`src/common/core_params.svh`:
```
`ifndef CORE_PARAMS_SVH
`define CORE_PARAMS_SVH

// ----------------------------------------
// datapath
// ----------------------------------------
`define CORE_XLEN          32

// the pc counts words, so two address bits are never carried.
`define CORE_PC_BITS       30

`define CORE_REG_ADDR_BITS 5
`define CORE_NUM_REGS      32

// ----------------------------------------
// execute timing
// ----------------------------------------
// number of cycles a multiply occupies the id/ex register.
`define CORE_MUL_CYCLES    4

`endif
```
`src/common/core_pkg.sv`:
```
`default_nettype none

`include "core_params.svh"

package core_pkg;

    // ----------------------------------------
    // operation codes
    // ----------------------------------------
    typedef enum logic [3:0] {
        op_add = 4'd0,
        op_sub = 4'd1,
        op_and = 4'd2,
        op_or  = 4'd3,
        op_xor = 4'd4,
        op_slt = 4'd5,
        op_sll = 4'd6,
        op_srl = 4'd7,
        op_lui = 4'd8,
        op_mul = 4'd9,
        op_beq = 4'd10
    } alu_op_e;

    // ----------------------------------------
    // stage payloads
    // ----------------------------------------
    typedef struct packed {
        logic                              valid;
        logic [`CORE_PC_BITS-1:0]          pc_4;       // address of the next instruction.
        logic [`CORE_PC_BITS-1:0]          pc_guessed; // front end prediction.
        logic [`CORE_REG_ADDR_BITS-1:0]    rs;
        logic [`CORE_REG_ADDR_BITS-1:0]    rt;
        logic [`CORE_REG_ADDR_BITS-1:0]    rd;
        logic [$clog2(`CORE_XLEN)-1:0]     shamt;
        logic [15:0]                       imm16;
        alu_op_e                           alu_op;
        logic                              use_imm;    // immediate replaces data_b as y.
        logic                              wb_en;
    } issue_t;

    typedef struct packed {
        logic                              valid;
        logic [`CORE_PC_BITS-1:0]          pc_4;
        logic [`CORE_PC_BITS-1:0]          pc_guessed;
        logic [`CORE_REG_ADDR_BITS-1:0]    rt;
        logic [`CORE_REG_ADDR_BITS-1:0]    rd;
        logic [$clog2(`CORE_XLEN)-1:0]     shamt;
        logic [15:0]                       imm16;
        alu_op_e                           alu_op;
        logic                              use_imm;
        logic                              wb_en;
        logic [`CORE_XLEN-1:0]             data_a;     // value of rs at issue.
        logic [`CORE_XLEN-1:0]             data_b;     // value of rt at issue.
    } id_ex_t;

    typedef struct packed {
        logic                              valid;
        logic                              wb_en;
        logic [`CORE_REG_ADDR_BITS-1:0]    rd;
        logic [`CORE_XLEN-1:0]             result;
    } ex_wb_t;

    // what the register file write port and the outside both see.
    typedef struct packed {
        logic                              valid;
        logic [`CORE_REG_ADDR_BITS-1:0]    rd;
        logic [`CORE_XLEN-1:0]             data;
    } wb_t;

endpackage

`default_nettype wire

```
`src/design/core_backend.sv`:
```
`default_nettype none

`include "core_params.svh"

module core_backend (
    input  logic                     clk,
    input  logic                     rst_n,
    input  core_pkg::issue_t         issue,
    output logic                     ready,
    output logic                     redirect,
    output logic [`CORE_PC_BITS-1:0] redirect_pc,
    output core_pkg::wb_t            wb
);

    logic [`CORE_XLEN-1:0] rs_data;
    logic [`CORE_XLEN-1:0] rt_data;
    core_pkg::id_ex_t      id_ex_d;
    core_pkg::id_ex_t      id_ex_q;
    core_pkg::ex_wb_t      ex_wb_d;
    core_pkg::ex_wb_t      ex_wb_q;
    logic                  id_ex_en;
    logic                  id_ex_clear;
    logic                  ex_wb_clear;
    logic                  is_mul;
    logic                  mul_last;

    // ----------------------------------------
    // issue and operand read
    // ----------------------------------------
    regfile u_regfile (
        .clk     (clk),
        .rst_n   (rst_n),
        .rs_addr (issue.rs),
        .rt_addr (issue.rt),
        .rs_data (rs_data),
        .rt_data (rt_data),
        .wb      (wb)
    );

    assign id_ex_d = '{
        valid:      issue.valid && ready,        // only an accepted instruction enters.
        pc_4:       issue.pc_4,
        pc_guessed: issue.pc_guessed,
        rt:         issue.rt,
        rd:         issue.rd,
        shamt:      issue.shamt,
        imm16:      issue.imm16,
        alu_op:     issue.alu_op,
        use_imm:    issue.use_imm,
        wb_en:      issue.wb_en,
        data_a:     rs_data,
        data_b:     rt_data
    };

    pipe_reg #(.payload_t(core_pkg::id_ex_t)) id_ex_reg (
        .clk   (clk),
        .rst_n (rst_n),
        .en    (id_ex_en),
        .clear (id_ex_clear),
        .d     (id_ex_d),
        .q     (id_ex_q)
    );

    // ----------------------------------------
    // execute
    // ----------------------------------------
    exec_alu u_exec_alu (
        .ex          (id_ex_q),
        .res         (ex_wb_d),
        .redirect    (redirect),
        .redirect_pc (redirect_pc),
        .is_mul      (is_mul)
    );

    mul_timer u_mul_timer (
        .clk      (clk),
        .rst_n    (rst_n),
        .start    (is_mul),
        .mul_last (mul_last)
    );

    hazard_ctrl u_hazard_ctrl (
        .clk         (clk),
        .rst_n       (rst_n),
        .issue       (issue),
        .ex_rd       (id_ex_q.rd),
        .ex_wb_en    (id_ex_q.wb_en),
        .ex_valid    (id_ex_q.valid),
        .ex_mul      (is_mul),
        .mul_last    (mul_last),
        .redirect    (redirect),
        .ready       (ready),
        .id_ex_en    (id_ex_en),
        .id_ex_clear (id_ex_clear),
        .ex_wb_clear (ex_wb_clear)
    );

    // ----------------------------------------
    // write-back
    // ----------------------------------------
    pipe_reg #(.payload_t(core_pkg::ex_wb_t)) ex_wb_reg (
        .clk   (clk),
        .rst_n (rst_n),
        .en    (1'b1),                           // write-back is never stalled.
        .clear (ex_wb_clear),
        .d     (ex_wb_d),
        .q     (ex_wb_q)
    );

    assign wb = '{
        valid: ex_wb_q.valid && ex_wb_q.wb_en,
        rd:    ex_wb_q.rd,
        data:  ex_wb_q.result
    };

endmodule

`default_nettype wire

```
`src/execute/exec_alu.sv`:
```
`default_nettype none

`include "core_params.svh"

module exec_alu (
    input  core_pkg::id_ex_t         ex,
    output core_pkg::ex_wb_t         res,
    output logic                     redirect,
    output logic [`CORE_PC_BITS-1:0] redirect_pc,
    output logic                     is_mul
);

    localparam int unsigned XLEN    = `CORE_XLEN;
    localparam int unsigned PC_BITS = `CORE_PC_BITS;

    logic [XLEN-1:0]    imm_sext;
    logic [XLEN-1:0]    y;
    logic [XLEN-1:0]    result;
    logic [PC_BITS-1:0] branch_off;
    logic [PC_BITS-1:0] next_pc;
    logic               is_beq;
    logic               equal;

    assign imm_sext = {{(XLEN - 16){ex.imm16[15]}}, ex.imm16};
    assign y        = ex.use_imm ? imm_sext : ex.data_b;

    // ----------------------------------------
    // result
    // ----------------------------------------
    always_comb begin
        case (ex.alu_op)
            core_pkg::op_add: result = ex.data_a + y;
            core_pkg::op_sub: result = ex.data_a - y;
            core_pkg::op_and: result = ex.data_a & y;
            core_pkg::op_or:  result = ex.data_a | y;
            core_pkg::op_xor: result = ex.data_a ^ y;
            core_pkg::op_slt: result = XLEN'($signed(ex.data_a) < $signed(y));
            core_pkg::op_sll: result = y << ex.shamt;
            core_pkg::op_srl: result = y >> ex.shamt;
            core_pkg::op_lui: result = {ex.imm16, 16'h0000};
            core_pkg::op_mul: result = ex.data_a * y;   // the low word of the product.
            default:          result = '0;
        endcase
    end

    assign is_mul = ex.valid && (ex.alu_op == core_pkg::op_mul);
    assign is_beq = ex.valid && (ex.alu_op == core_pkg::op_beq);

    assign res = '{
        valid:  ex.valid,
        wb_en:  ex.wb_en && !is_beq,             // a branch never writes back.
        rd:     ex.rd,
        result: result
    };

    // ----------------------------------------
    // branch resolution
    // ----------------------------------------
    // beq always compares the two registers, even when use_imm is set.
    assign equal      = (ex.data_a == ex.data_b);
    assign branch_off = {{(PC_BITS - 16){ex.imm16[15]}}, ex.imm16};
    assign next_pc    = equal ? (ex.pc_4 + branch_off) : ex.pc_4;

    assign redirect    = is_beq && (next_pc != ex.pc_guessed);
    assign redirect_pc = next_pc;

endmodule

`default_nettype wire

```
`src/execute/mul_timer.sv`:
```
`default_nettype none

`include "core_params.svh"

module mul_timer (
    input  logic clk,
    input  logic rst_n,
    input  logic start,
    output logic mul_last
);

    localparam int unsigned CYCLES = `CORE_MUL_CYCLES;
    localparam int unsigned CNT_W  = (CYCLES > 1) ? $clog2(CYCLES) : 1;

    logic [CNT_W-1:0] count;
    logic             busy;
    logic             launch;

    assign launch = start && !busy;              // first cycle of a multiply in id/ex.

    always_ff @(posedge clk or negedge rst_n) begin
        if (!rst_n) begin
            busy  <= 1'b0;
            count <= '0;
        end else if (launch && (CYCLES > 1)) begin
            busy  <= 1'b1;
            count <= CNT_W'(CYCLES - 1);
        end else if (busy) begin
            count <= count - 1'b1;
            if (count == CNT_W'(1)) begin
                busy <= 1'b0;                    // this decrement reaches zero.
            end
        end
    end

    // the last cycle is the one whose decrement takes the count to zero.
    assign mul_last = (CYCLES == 1) ? launch : (busy && (count == CNT_W'(1)));

endmodule

`default_nettype wire

```
`src/design/hazard_ctrl.sv`:
```
`default_nettype none

`include "core_params.svh"

module hazard_ctrl (
    input  logic                           clk,
    input  logic                           rst_n,
    input  core_pkg::issue_t               issue,
    input  logic [`CORE_REG_ADDR_BITS-1:0] ex_rd,
    input  logic                           ex_wb_en,
    input  logic                           ex_valid,
    input  logic                           ex_mul,
    input  logic                           mul_last,
    input  logic                           redirect,
    output logic                           ready,
    output logic                           id_ex_en,
    output logic                           id_ex_clear,
    output logic                           ex_wb_clear
);

    typedef enum logic [1:0] {
        st_run,
        st_mul_wait,
        st_flush
    } state_e;

    state_e state;
    state_e state_next;
    logic   mul_hold;
    logic   rs_hit;
    logic   rt_hit;
    logic   raw_hit;

    assign mul_hold = ex_mul && !mul_last;       // multiply still needs id/ex.
    assign rs_hit   = (issue.rs != '0) && (issue.rs == ex_rd);
    assign rt_hit   = (issue.rt != '0) && (issue.rt == ex_rd);
    assign raw_hit  = issue.valid && ex_valid && ex_wb_en && (rs_hit || rt_hit);

    // ----------------------------------------
    // state machine
    // ----------------------------------------
    always_comb begin
        state_next = state;
        case (state)
            st_run: begin
                if (redirect) begin
                    state_next = st_flush;
                end else if (mul_hold) begin
                    state_next = st_mul_wait;
                end
            end
            st_mul_wait: begin
                if (mul_last) begin
                    state_next = st_run;
                end
            end
            st_flush: state_next = st_run;        // a single flush cycle.
            default:  state_next = st_run;
        endcase
    end

    always_ff @(posedge clk or negedge rst_n) begin
        if (!rst_n) begin
            state <= st_run;
        end else begin
            state <= state_next;
        end
    end

    // ----------------------------------------
    // pipeline controls
    // ----------------------------------------
    // a dependent instruction waits one cycle and then picks up the result through the bypass.
    assign ready       = (state == st_run) && !mul_hold && !raw_hit && !redirect;
    assign id_ex_en    = !mul_hold;
    assign id_ex_clear = (state == st_flush);
    assign ex_wb_clear = mul_hold || (state == st_flush); // partial products never reach wb.

endmodule

`default_nettype wire

```
`src/design/regfile.sv`:
```
`default_nettype none

`include "core_params.svh"

module regfile (
    input  logic                           clk,
    input  logic                           rst_n,
    input  logic [`CORE_REG_ADDR_BITS-1:0] rs_addr,
    input  logic [`CORE_REG_ADDR_BITS-1:0] rt_addr,
    output logic [`CORE_XLEN-1:0]          rs_data,
    output logic [`CORE_XLEN-1:0]          rt_data,
    input  core_pkg::wb_t                  wb
);

    logic [`CORE_XLEN-1:0] regs [`CORE_NUM_REGS];
    logic                  wr_live;

    assign wr_live = wb.valid && (wb.rd != '0);  // register zero never takes a write.

    always_ff @(posedge clk or negedge rst_n) begin
        if (!rst_n) begin
            for (int i = 0; i < `CORE_NUM_REGS; i++) begin
                regs[i] <= '0;
            end
        end else if (wr_live) begin
            regs[wb.rd] <= wb.data;
        end
    end

    // ----------------------------------------
    // read ports with write bypass
    // ----------------------------------------
    always_comb begin
        if (rs_addr == '0) begin
            rs_data = '0;
        end else if (wr_live && (wb.rd == rs_addr)) begin
            rs_data = wb.data;                   // same-cycle write is seen by the reader.
        end else begin
            rs_data = regs[rs_addr];
        end
    end

    always_comb begin
        if (rt_addr == '0) begin
            rt_data = '0;
        end else if (wr_live && (wb.rd == rt_addr)) begin
            rt_data = wb.data;
        end else begin
            rt_data = regs[rt_addr];
        end
    end

endmodule

`default_nettype wire

```
`src/design/pipe_reg.sv`:
```
`default_nettype none

module pipe_reg #(
    parameter type payload_t = logic
) (
    input  logic     clk,
    input  logic     rst_n,
    input  logic     en,
    input  logic     clear,
    input  payload_t d,
    output payload_t q
);

    // an all-zero payload has valid low, so reset and clear both leave a bubble.
    always_ff @(posedge clk or negedge rst_n) begin
        if (!rst_n) begin
            q <= '0;
        end else if (clear) begin
            q <= '0;                       // clear wins over enable.
        end else if (en) begin
            q <= d;
        end
    end

endmodule

`default_nettype wire

```
`config.mk`:
```
export PLATFORM = sky130hd
export DESIGN_NAME = core_backend
export DESIGN_NICKNAME = d
export VERILOG_FILES = /design/src/common/core_pkg.sv /design/src/design/core_backend.sv /design/src/execute/exec_alu.sv /design/src/execute/mul_timer.sv /design/src/design/hazard_ctrl.sv /design/src/design/regfile.sv /design/src/design/pipe_reg.sv
export VERILOG_INCLUDE_DIRS = /design/src /design/src/common
export SDC_FILE = /design/constraint.sdc
export NUM_CORES = 2
export LEC_CHECK = 0
export BUFFER_PORTS_ARGS = -buffer_cell sky130_fd_sc_hd__buf_2
export CAP_MARGIN = 25
export CORE_MARGIN = 4
export CORE_UTILIZATION = 40
export CTS_CLUSTER_SIZE = 10
export DETAILED_ROUTE_END_ITERATION = 12
export PLACE_DENSITY = 0.61
export REMOVE_ABC_BUFFERS = 1
export SYNTH_ARGS = -nofsm -noshare
export SYNTH_HDL_FRONTEND = slang
export SYNTH_SLANG_ARGS = --single-unit
```
`constraint.sdc`:
```
create_clock -name clk -period 9 [get_ports clk]
set_clock_uncertainty 0.2 [all_clocks]
set_input_delay 1.35 -clock clk [delete_from_list [all_inputs] [get_ports clk]]
set_output_delay 1.35 -clock clk [all_outputs]
set_load 0.02 [all_outputs]
```
### Word level (Yosys, flattened, before mapping)

Cells that the tools add are included.
W data, S select, Z words.

* input port bits: 105
* register bits after elaboration: 1225

* magnitude comparators: 5
* add/sub/neg operators: 4
* bitwise logic cells: 6
* equal/unequal tests: 22
* $mul: 1
* reductions and logical operators: 38
* mux-type cells: 28
* shift-type cells: 2

Operator list (number)
* $bwmux W1024: 1
* $mux W162: 2
* $bmux W32 S5: 2
* $mux W32: 10
* $pmux W32 S10: 1
* $demux W32 S5: 1
* $mux W39: 1
* $add A32 B32 Y32: 1
* $and A32 B32 Y32: 1
* $eq A32 B32 Y1: 1
* $lt A32 B32 Y1: 1
* $mul A32 B32 Y32: 1
* $or A32 B32 Y32: 1
* $shl A32 B5 Y32: 1
* $shr A32 B5 Y32: 1
* $sub A32 B32 Y32: 1
* $xor A32 B32 Y32: 1
* $add A30 B30 Y30: 1
* $mux W30: 1
* $ne A30 B30 Y1: 1
* $logic_and A1 B1 Y1: 21
* $eq A5 B5 Y1: 4
* $ge A6 B6 Y1 const B: 3
* $not A5 Y6: 3
* other kinds (22): 44

### Longest topological paths before layout

* word-level depth: 11
* mapped depth: 33
* mapped depth without buffers: 30

### Hierarchy

Synthesis repeated with hierarchy kept, for this count alone.

* cell total of the unflattened synthesis: 8116
* area, all modules: 90933.5 µm²

By module, submodules not included
* regfile: cells an instance 3944, times used 1, area an instance 55924.9 µm², seq. area each 25624.6 µm²
* exec_alu: cells an instance 3476, times used 1, area an instance 26490.4 µm², seq. area each 0.0 µm²
* pipe_reg (id_ex_reg): cells an instance 522, times used 1, area an instance 6531.3 µm², seq. area each 4053.9 µm²
* pipe_reg (ex_wb_reg): cells an instance 126, times used 1, area an instance 1595.3 µm², seq. area each 975.9 µm²
* hazard_ctrl: cells an instance 32, times used 1, area an instance 242.7 µm², seq. area each 50.0 µm²
* mul_timer: cells an instance 13, times used 1, area an instance 132.6 µm², seq. area each 75.1 µm²
* core_backend: cells an instance 3, times used 1, area an instance 16.3 µm², seq. area each 0.0 µm²

### Worst setup path before layout

OpenSTA, ideal clock, no wires.

* path type: register to register
* start point: register id_ex_reg.q[65] (netlist bit)
* end point: register ex_wb_reg.q[24] (netlist bit)
* cell stages (with the launch flop): 31
* slack: 0.075 ns
* data required time: 8.668 ns
* library setup time: 0.132 ns
* arrival time: 8.593 ns
* path through: dfrtp_1 -> buf_2 -> buf_1 -> mux2i_1 -> clkbuf_1 -> clkinv_1 -> ha_1 -> fa_1 -> inv_1 -> fa_1 -> fa_1 -> inv_1 -> fa_1 -> ha_1 -> ha_1 -> inv_1 -> fa_1 -> inv_1 -> fa_1 -> ha_1 -> or4_1 -> a21oi_1 -> o21bai_1 -> a2111oi_0 -> o31ai_1 -> o31a_1 -> or4b_1 -> nand4_1 -> mux2i_1 -> a221oi_1 -> nor2_1

* word-level cells in the longest chain between the ends: 4
* elaborated cells on any way between the ends: 11
* classes of those cells: add/sub (2); mul (1); shift (2); mux (3); bitwise (3)

RTL lines
* start: declaration: RTL line pipe_reg.sv:11 `output payload_t q`
* start signal: assignment: RTL line pipe_reg.sv:17 `q <= '0;`
* start signal: assignment: RTL line pipe_reg.sv:19 `q <= '0;`
* start signal: assignment: RTL line pipe_reg.sv:21 `q <= d;`
* $mux W32 (*): RTL line exec_alu.sv:25 `assign y = ex.use_imm ? imm_sext : ex.data_b;`
* $mul A32 B32 Y32 (tied with other cells): RTL line exec_alu.sv:41 `core_pkg::op_mul: result = ex.data_a * y;`
* $pmux W32 S10 (*): RTL line exec_alu.sv:31 `case (ex.alu_op)`
* $mux W39 (*): RTL line pipe_reg.sv:18 `end else if (clear) begin`
* end signal: assignment: RTL line pipe_reg.sv:17
* end signal: assignment: RTL line pipe_reg.sv:19
* end signal: assignment: RTL line pipe_reg.sv:21
* end: declaration: RTL line pipe_reg.sv:11

Every way passes the cells marked *; elsewhere a longest branch is shown, timed or not.
A chain may end at the register's enable or synchronous reset.

### Final worst setup path

* start point: register id_ex_reg.q[65] (netlist bit)
* end point: register ex_wb_reg.q[23] (netlist bit)

The elaborated chain is that of the path after synthesis.

==> flow_metrics.env <==
export IMPL_ys_seq_elements=1225
export IMPL_port_buffers=174
export IMPL_rows=171
export IMPL_wl_per_cell_um=31.1
export IMPL_gp_congestion=1.05
export IMPL_tightest_slew_ns=1.18
export IMPL_ys_async_sr_fraction_pct=100
export IMPL_layout_drive_gt1_share_pct=31.9
export IMPL_setup_worst_path_class="reg -> reg"
export IMPL_yosysSeqAreaShare_pct=34.9
export IMPL_clk_latency_ns=0.83
export IMPL_syn_inst=7514
export IMPL_fin_crit_sh_pct=98.3
export IMPL_syn_area_per_cell_um2=11.7
export IMPL_antenna_found_initial=10
export IMPL_htreeDepth=4
export IMPL_vdd_ir_drop_max_uv=176
export IMPL_grt_pass1_wl_um=471000
export IMPL_cts_buffer_depth=3
export IMPL_cpPeakStageDelay_ns=0.84
export IMPL_hold_viol=0
export IMPL_drt_iter0_markers=7042
export IMPL_dieArea_um2=227000
export IMPL_yosys_most_used_dff="dfrtp_1"
export IMPL_layout_common_cells="dfrtp_1, mux2_2, nand2_1, mux4_2, nor2_1"
export IMPL_met3_length_um=27300
export IMPL_cp_max_fo=18
export IMPL_drv_cap=0
export IMPL_dr_pass1_iters=8
export IMPL_slew_viol_final=0
export IMPL_track_usage_pct=28.0
export IMPL_synth_area_um2=87900
export IMPL_fmax_mhz=113
export IMPL_die_h_um=477
export IMPL_worstPathCellList="buf_12 > mux2i_2 > buf_4 > clkinv_1 > buf_4 > nand2_1 > fa_1 > fa_1 > inv_1 > fa_1 > ha_1 > fa_1 > fa_1 > ha_1 > o21a_1 > o21a_1 > o211ai_1 > o21a_1 > nor3b_1 > a21o_1 > xnor2_1 > a2111oi_0 > buf_4 > a21oi_1"
export IMPL_min_period_ns=8.85
export IMPL_arrival_ns=9.24
export IMPL_boundaryPins=175
export IMPL_cp_slowest_cell="a2111oi_0"
export IMPL_p_leak_nw=44.6
export IMPL_p_per_area_nw_per_um2=195
export IMPL_slew_headroom_pct=21.4
export IMPL_final_util_pct=44.5
export IMPL_clkSinkCount=1225
export IMPL_setup_viol=0
export IMPL_post_cts_buffers=0
export IMPL_yosys_top_cells_area="dfrtp_1, mux4_2, mux2_2"
export IMPL_overflow=0
export IMPL_fp_dieW_um=477
export IMPL_met1_length_um=131000
export IMPL_clk_pin_slew_ns=0.07
export IMPL_met2WireLength_um=147000
export IMPL_synth_top_cell_area_share_pct=34.9
export IMPL_area_growth_pct=10.4
export IMPL_layout_commonest_cell="dfrtp_1"
export IMPL_ys_warn_count=0
export IMPL_synth_edf_count=0
export IMPL_rsz0062_at_grt="no"
export IMPL_cp_top_family="adder cells"
export IMPL_dp_cells=10172
export IMPL_maxUsedRoutingLayer="met5"
export IMPL_status="finished clean"
export IMPL_crit_path_frequent_cell="fa_1"
export IMPL_via_per_inst=6.23
export IMPL_cts_buffers=147
export IMPL_first_global_vias=66159
export IMPL_start_util_pct=40.3
export IMPL_cp_required_ns=9.39
export IMPL_hold_buffers=0
export IMPL_start_kind="flop"
export IMPL_vias=64681
export IMPL_synth_top_area_cell="dfrtp_1"
export IMPL_final_nets=8239
export IMPL_dp_hpwl_um=217000
export IMPL_hold_path_class="reg -> reg"
export IMPL_wirelength_um=323000
export IMPL_drc_errors=0
export IMPL_fin_cells=10385
export IMPL_core_um2=218000
export IMPL_detail_route_antenna_nets=0
export IMPL_grt_max_degree=177
export IMPL_critPathCaptureType="flop"
export IMPL_cp_num_buf_inv=6
export IMPL_synth_distinct_cells=83
export IMPL_cts_tree="built"
export IMPL_cts_root_buffer="clkbuf_16"
[timing repair]
action                                  CTS  global route
gates cloned                              0             0
resized for setup                         2             6
endpoints found under the setup margin    1             5
[cells in the mapped netlist (35+ instances only)]
library cell	count
buf_4	38
mux4_2	646
buf_1	129
a21oi_1	283
a31oi_1	35
mux2i_1	138
dfrtp_1	1225
fa_1	411
xnor2_1	136
xor2_1	83
o21ai_0	303
nor3_1	58
nor2_1	530
nand2_1	708
clkbuf_1	494
mux2_2	1016
inv_1	475
ha_1	250
[registers in the layout, indices dropped and copies added (netlist names)]
name	flops
id_ex_reg.q	157
u_hazard_ctrl.state	2
u_regfile.regs	1024
u_mul_timer.busy	1
u_mul_timer.count	2
ex_wb_reg.q	39
[logic make-up (layout without fill, tap and decap cells)]
logic type	after synthesis	count (layout)	share of synthesized area, %
adder cells (fa/ha/maj)	661	661	12.9
multiplexers	1800	1800	31.1
buffers and inverters	1170	1181	5.17
AO/OA/AOI/OAI	946	946	6.59
XOR/XNOR	222	222	2.26
AND/OR/NAND/NOR	1490	1490	7.04
flip-flops	1225	1225	34.9
other	0	6	0
[cell type report]
class / count / area (um2)
tap: 2854 / 3570
sequential: 1225 / 30700
antenna: 6 / 15.0
fill: 20092 / 121000
clock buffer: 177 / 3850
clock inverter: 24 / 554
multi-input combinational: 5119 / 53000
inverter: 505 / 1900
timing repair buffer: 475 / 3450
[path summary, 6_finish.rpt]
check,start,to,slack [ns],cells past startpoint
min in group asynchronous,rst_n,u_regfile.regs[304]$_DFFE_PN0P_,0.30,1
worst min-delay path,u_regfile.regs[1009]$_DFFE_PN0P_,u_regfile.regs[1009]$_DFFE_PN0P_,0.19,0
worst max-delay path,id_ex_reg.q[65]$_DFFE_PN0P_,ex_wb_reg.q[23]$_DFF_PN0_,0.15,24
max in group asynchronous,rst_n,ex_wb_reg.q[8]$_DFF_PN0_,6.06,3
worst min register to register,u_regfile.regs[1009]$_DFFE_PN0P_,u_regfile.regs[1009]$_DFFE_PN0P_,0.19,0
worst max register to register,id_ex_reg.q[65]$_DFFE_PN0P_,ex_wb_reg.q[23]$_DFF_PN0_,0.15,24
[stage by stage]
step	total power, mW	setup WS, ns	instance area, um2	setup TNS [ns]	hold WS, ns
5_1_grt	19.7	0.00857	97000	0	0.208
3_5_place_dp	13.2	0.0239	92400	0	0.183
4_1_cts	18.9	0.128	96900	0	0.197
3_3_place_gp	13.1	0.0552	92400	0	0.176
2_1_floorplan	10.4	-0.517	85200	-1.01	0.165
6_report	18.9	0.150	97000	0	0.192
[power by group]
part           switching, mW  internal (mW)
logic                   4.10           2.52
registers              0.542           6.13
clock network           2.49           3.16
[worst reg2reg max path, cell delays in order, from the launching register on]
cell and delay (ns):
dfrtp_1 0.38, buf_12 0.22, mux2i_2 0.54, buf_4 0.33, clkinv_1 0.55, buf_4 0.42, nand2_1 0.13, fa_1 0.43
fa_1 0.55, inv_1 0.05, fa_1 0.45, ha_1 0.30, fa_1 0.50, fa_1 0.42, ha_1 0.36, o21a_1 0.19
o21a_1 0.18, o211ai_1 0.29, o21a_1 0.20, nor3b_1 0.24, a21o_1 0.20, xnor2_1 0.18, a2111oi_0 0.84, buf_4 0.26
a21oi_1 0.18
[metal layers]
metal / global-route usage, % / vias to the layer above
met4: 13.2 / 4
met3: 5.69 / 756
met5: 0 / -
met2: 43.3 / 3097
li1: - / 26557
met1: 38.0 / 34267
No activity file was read; power rests on OpenSTA's default activity.
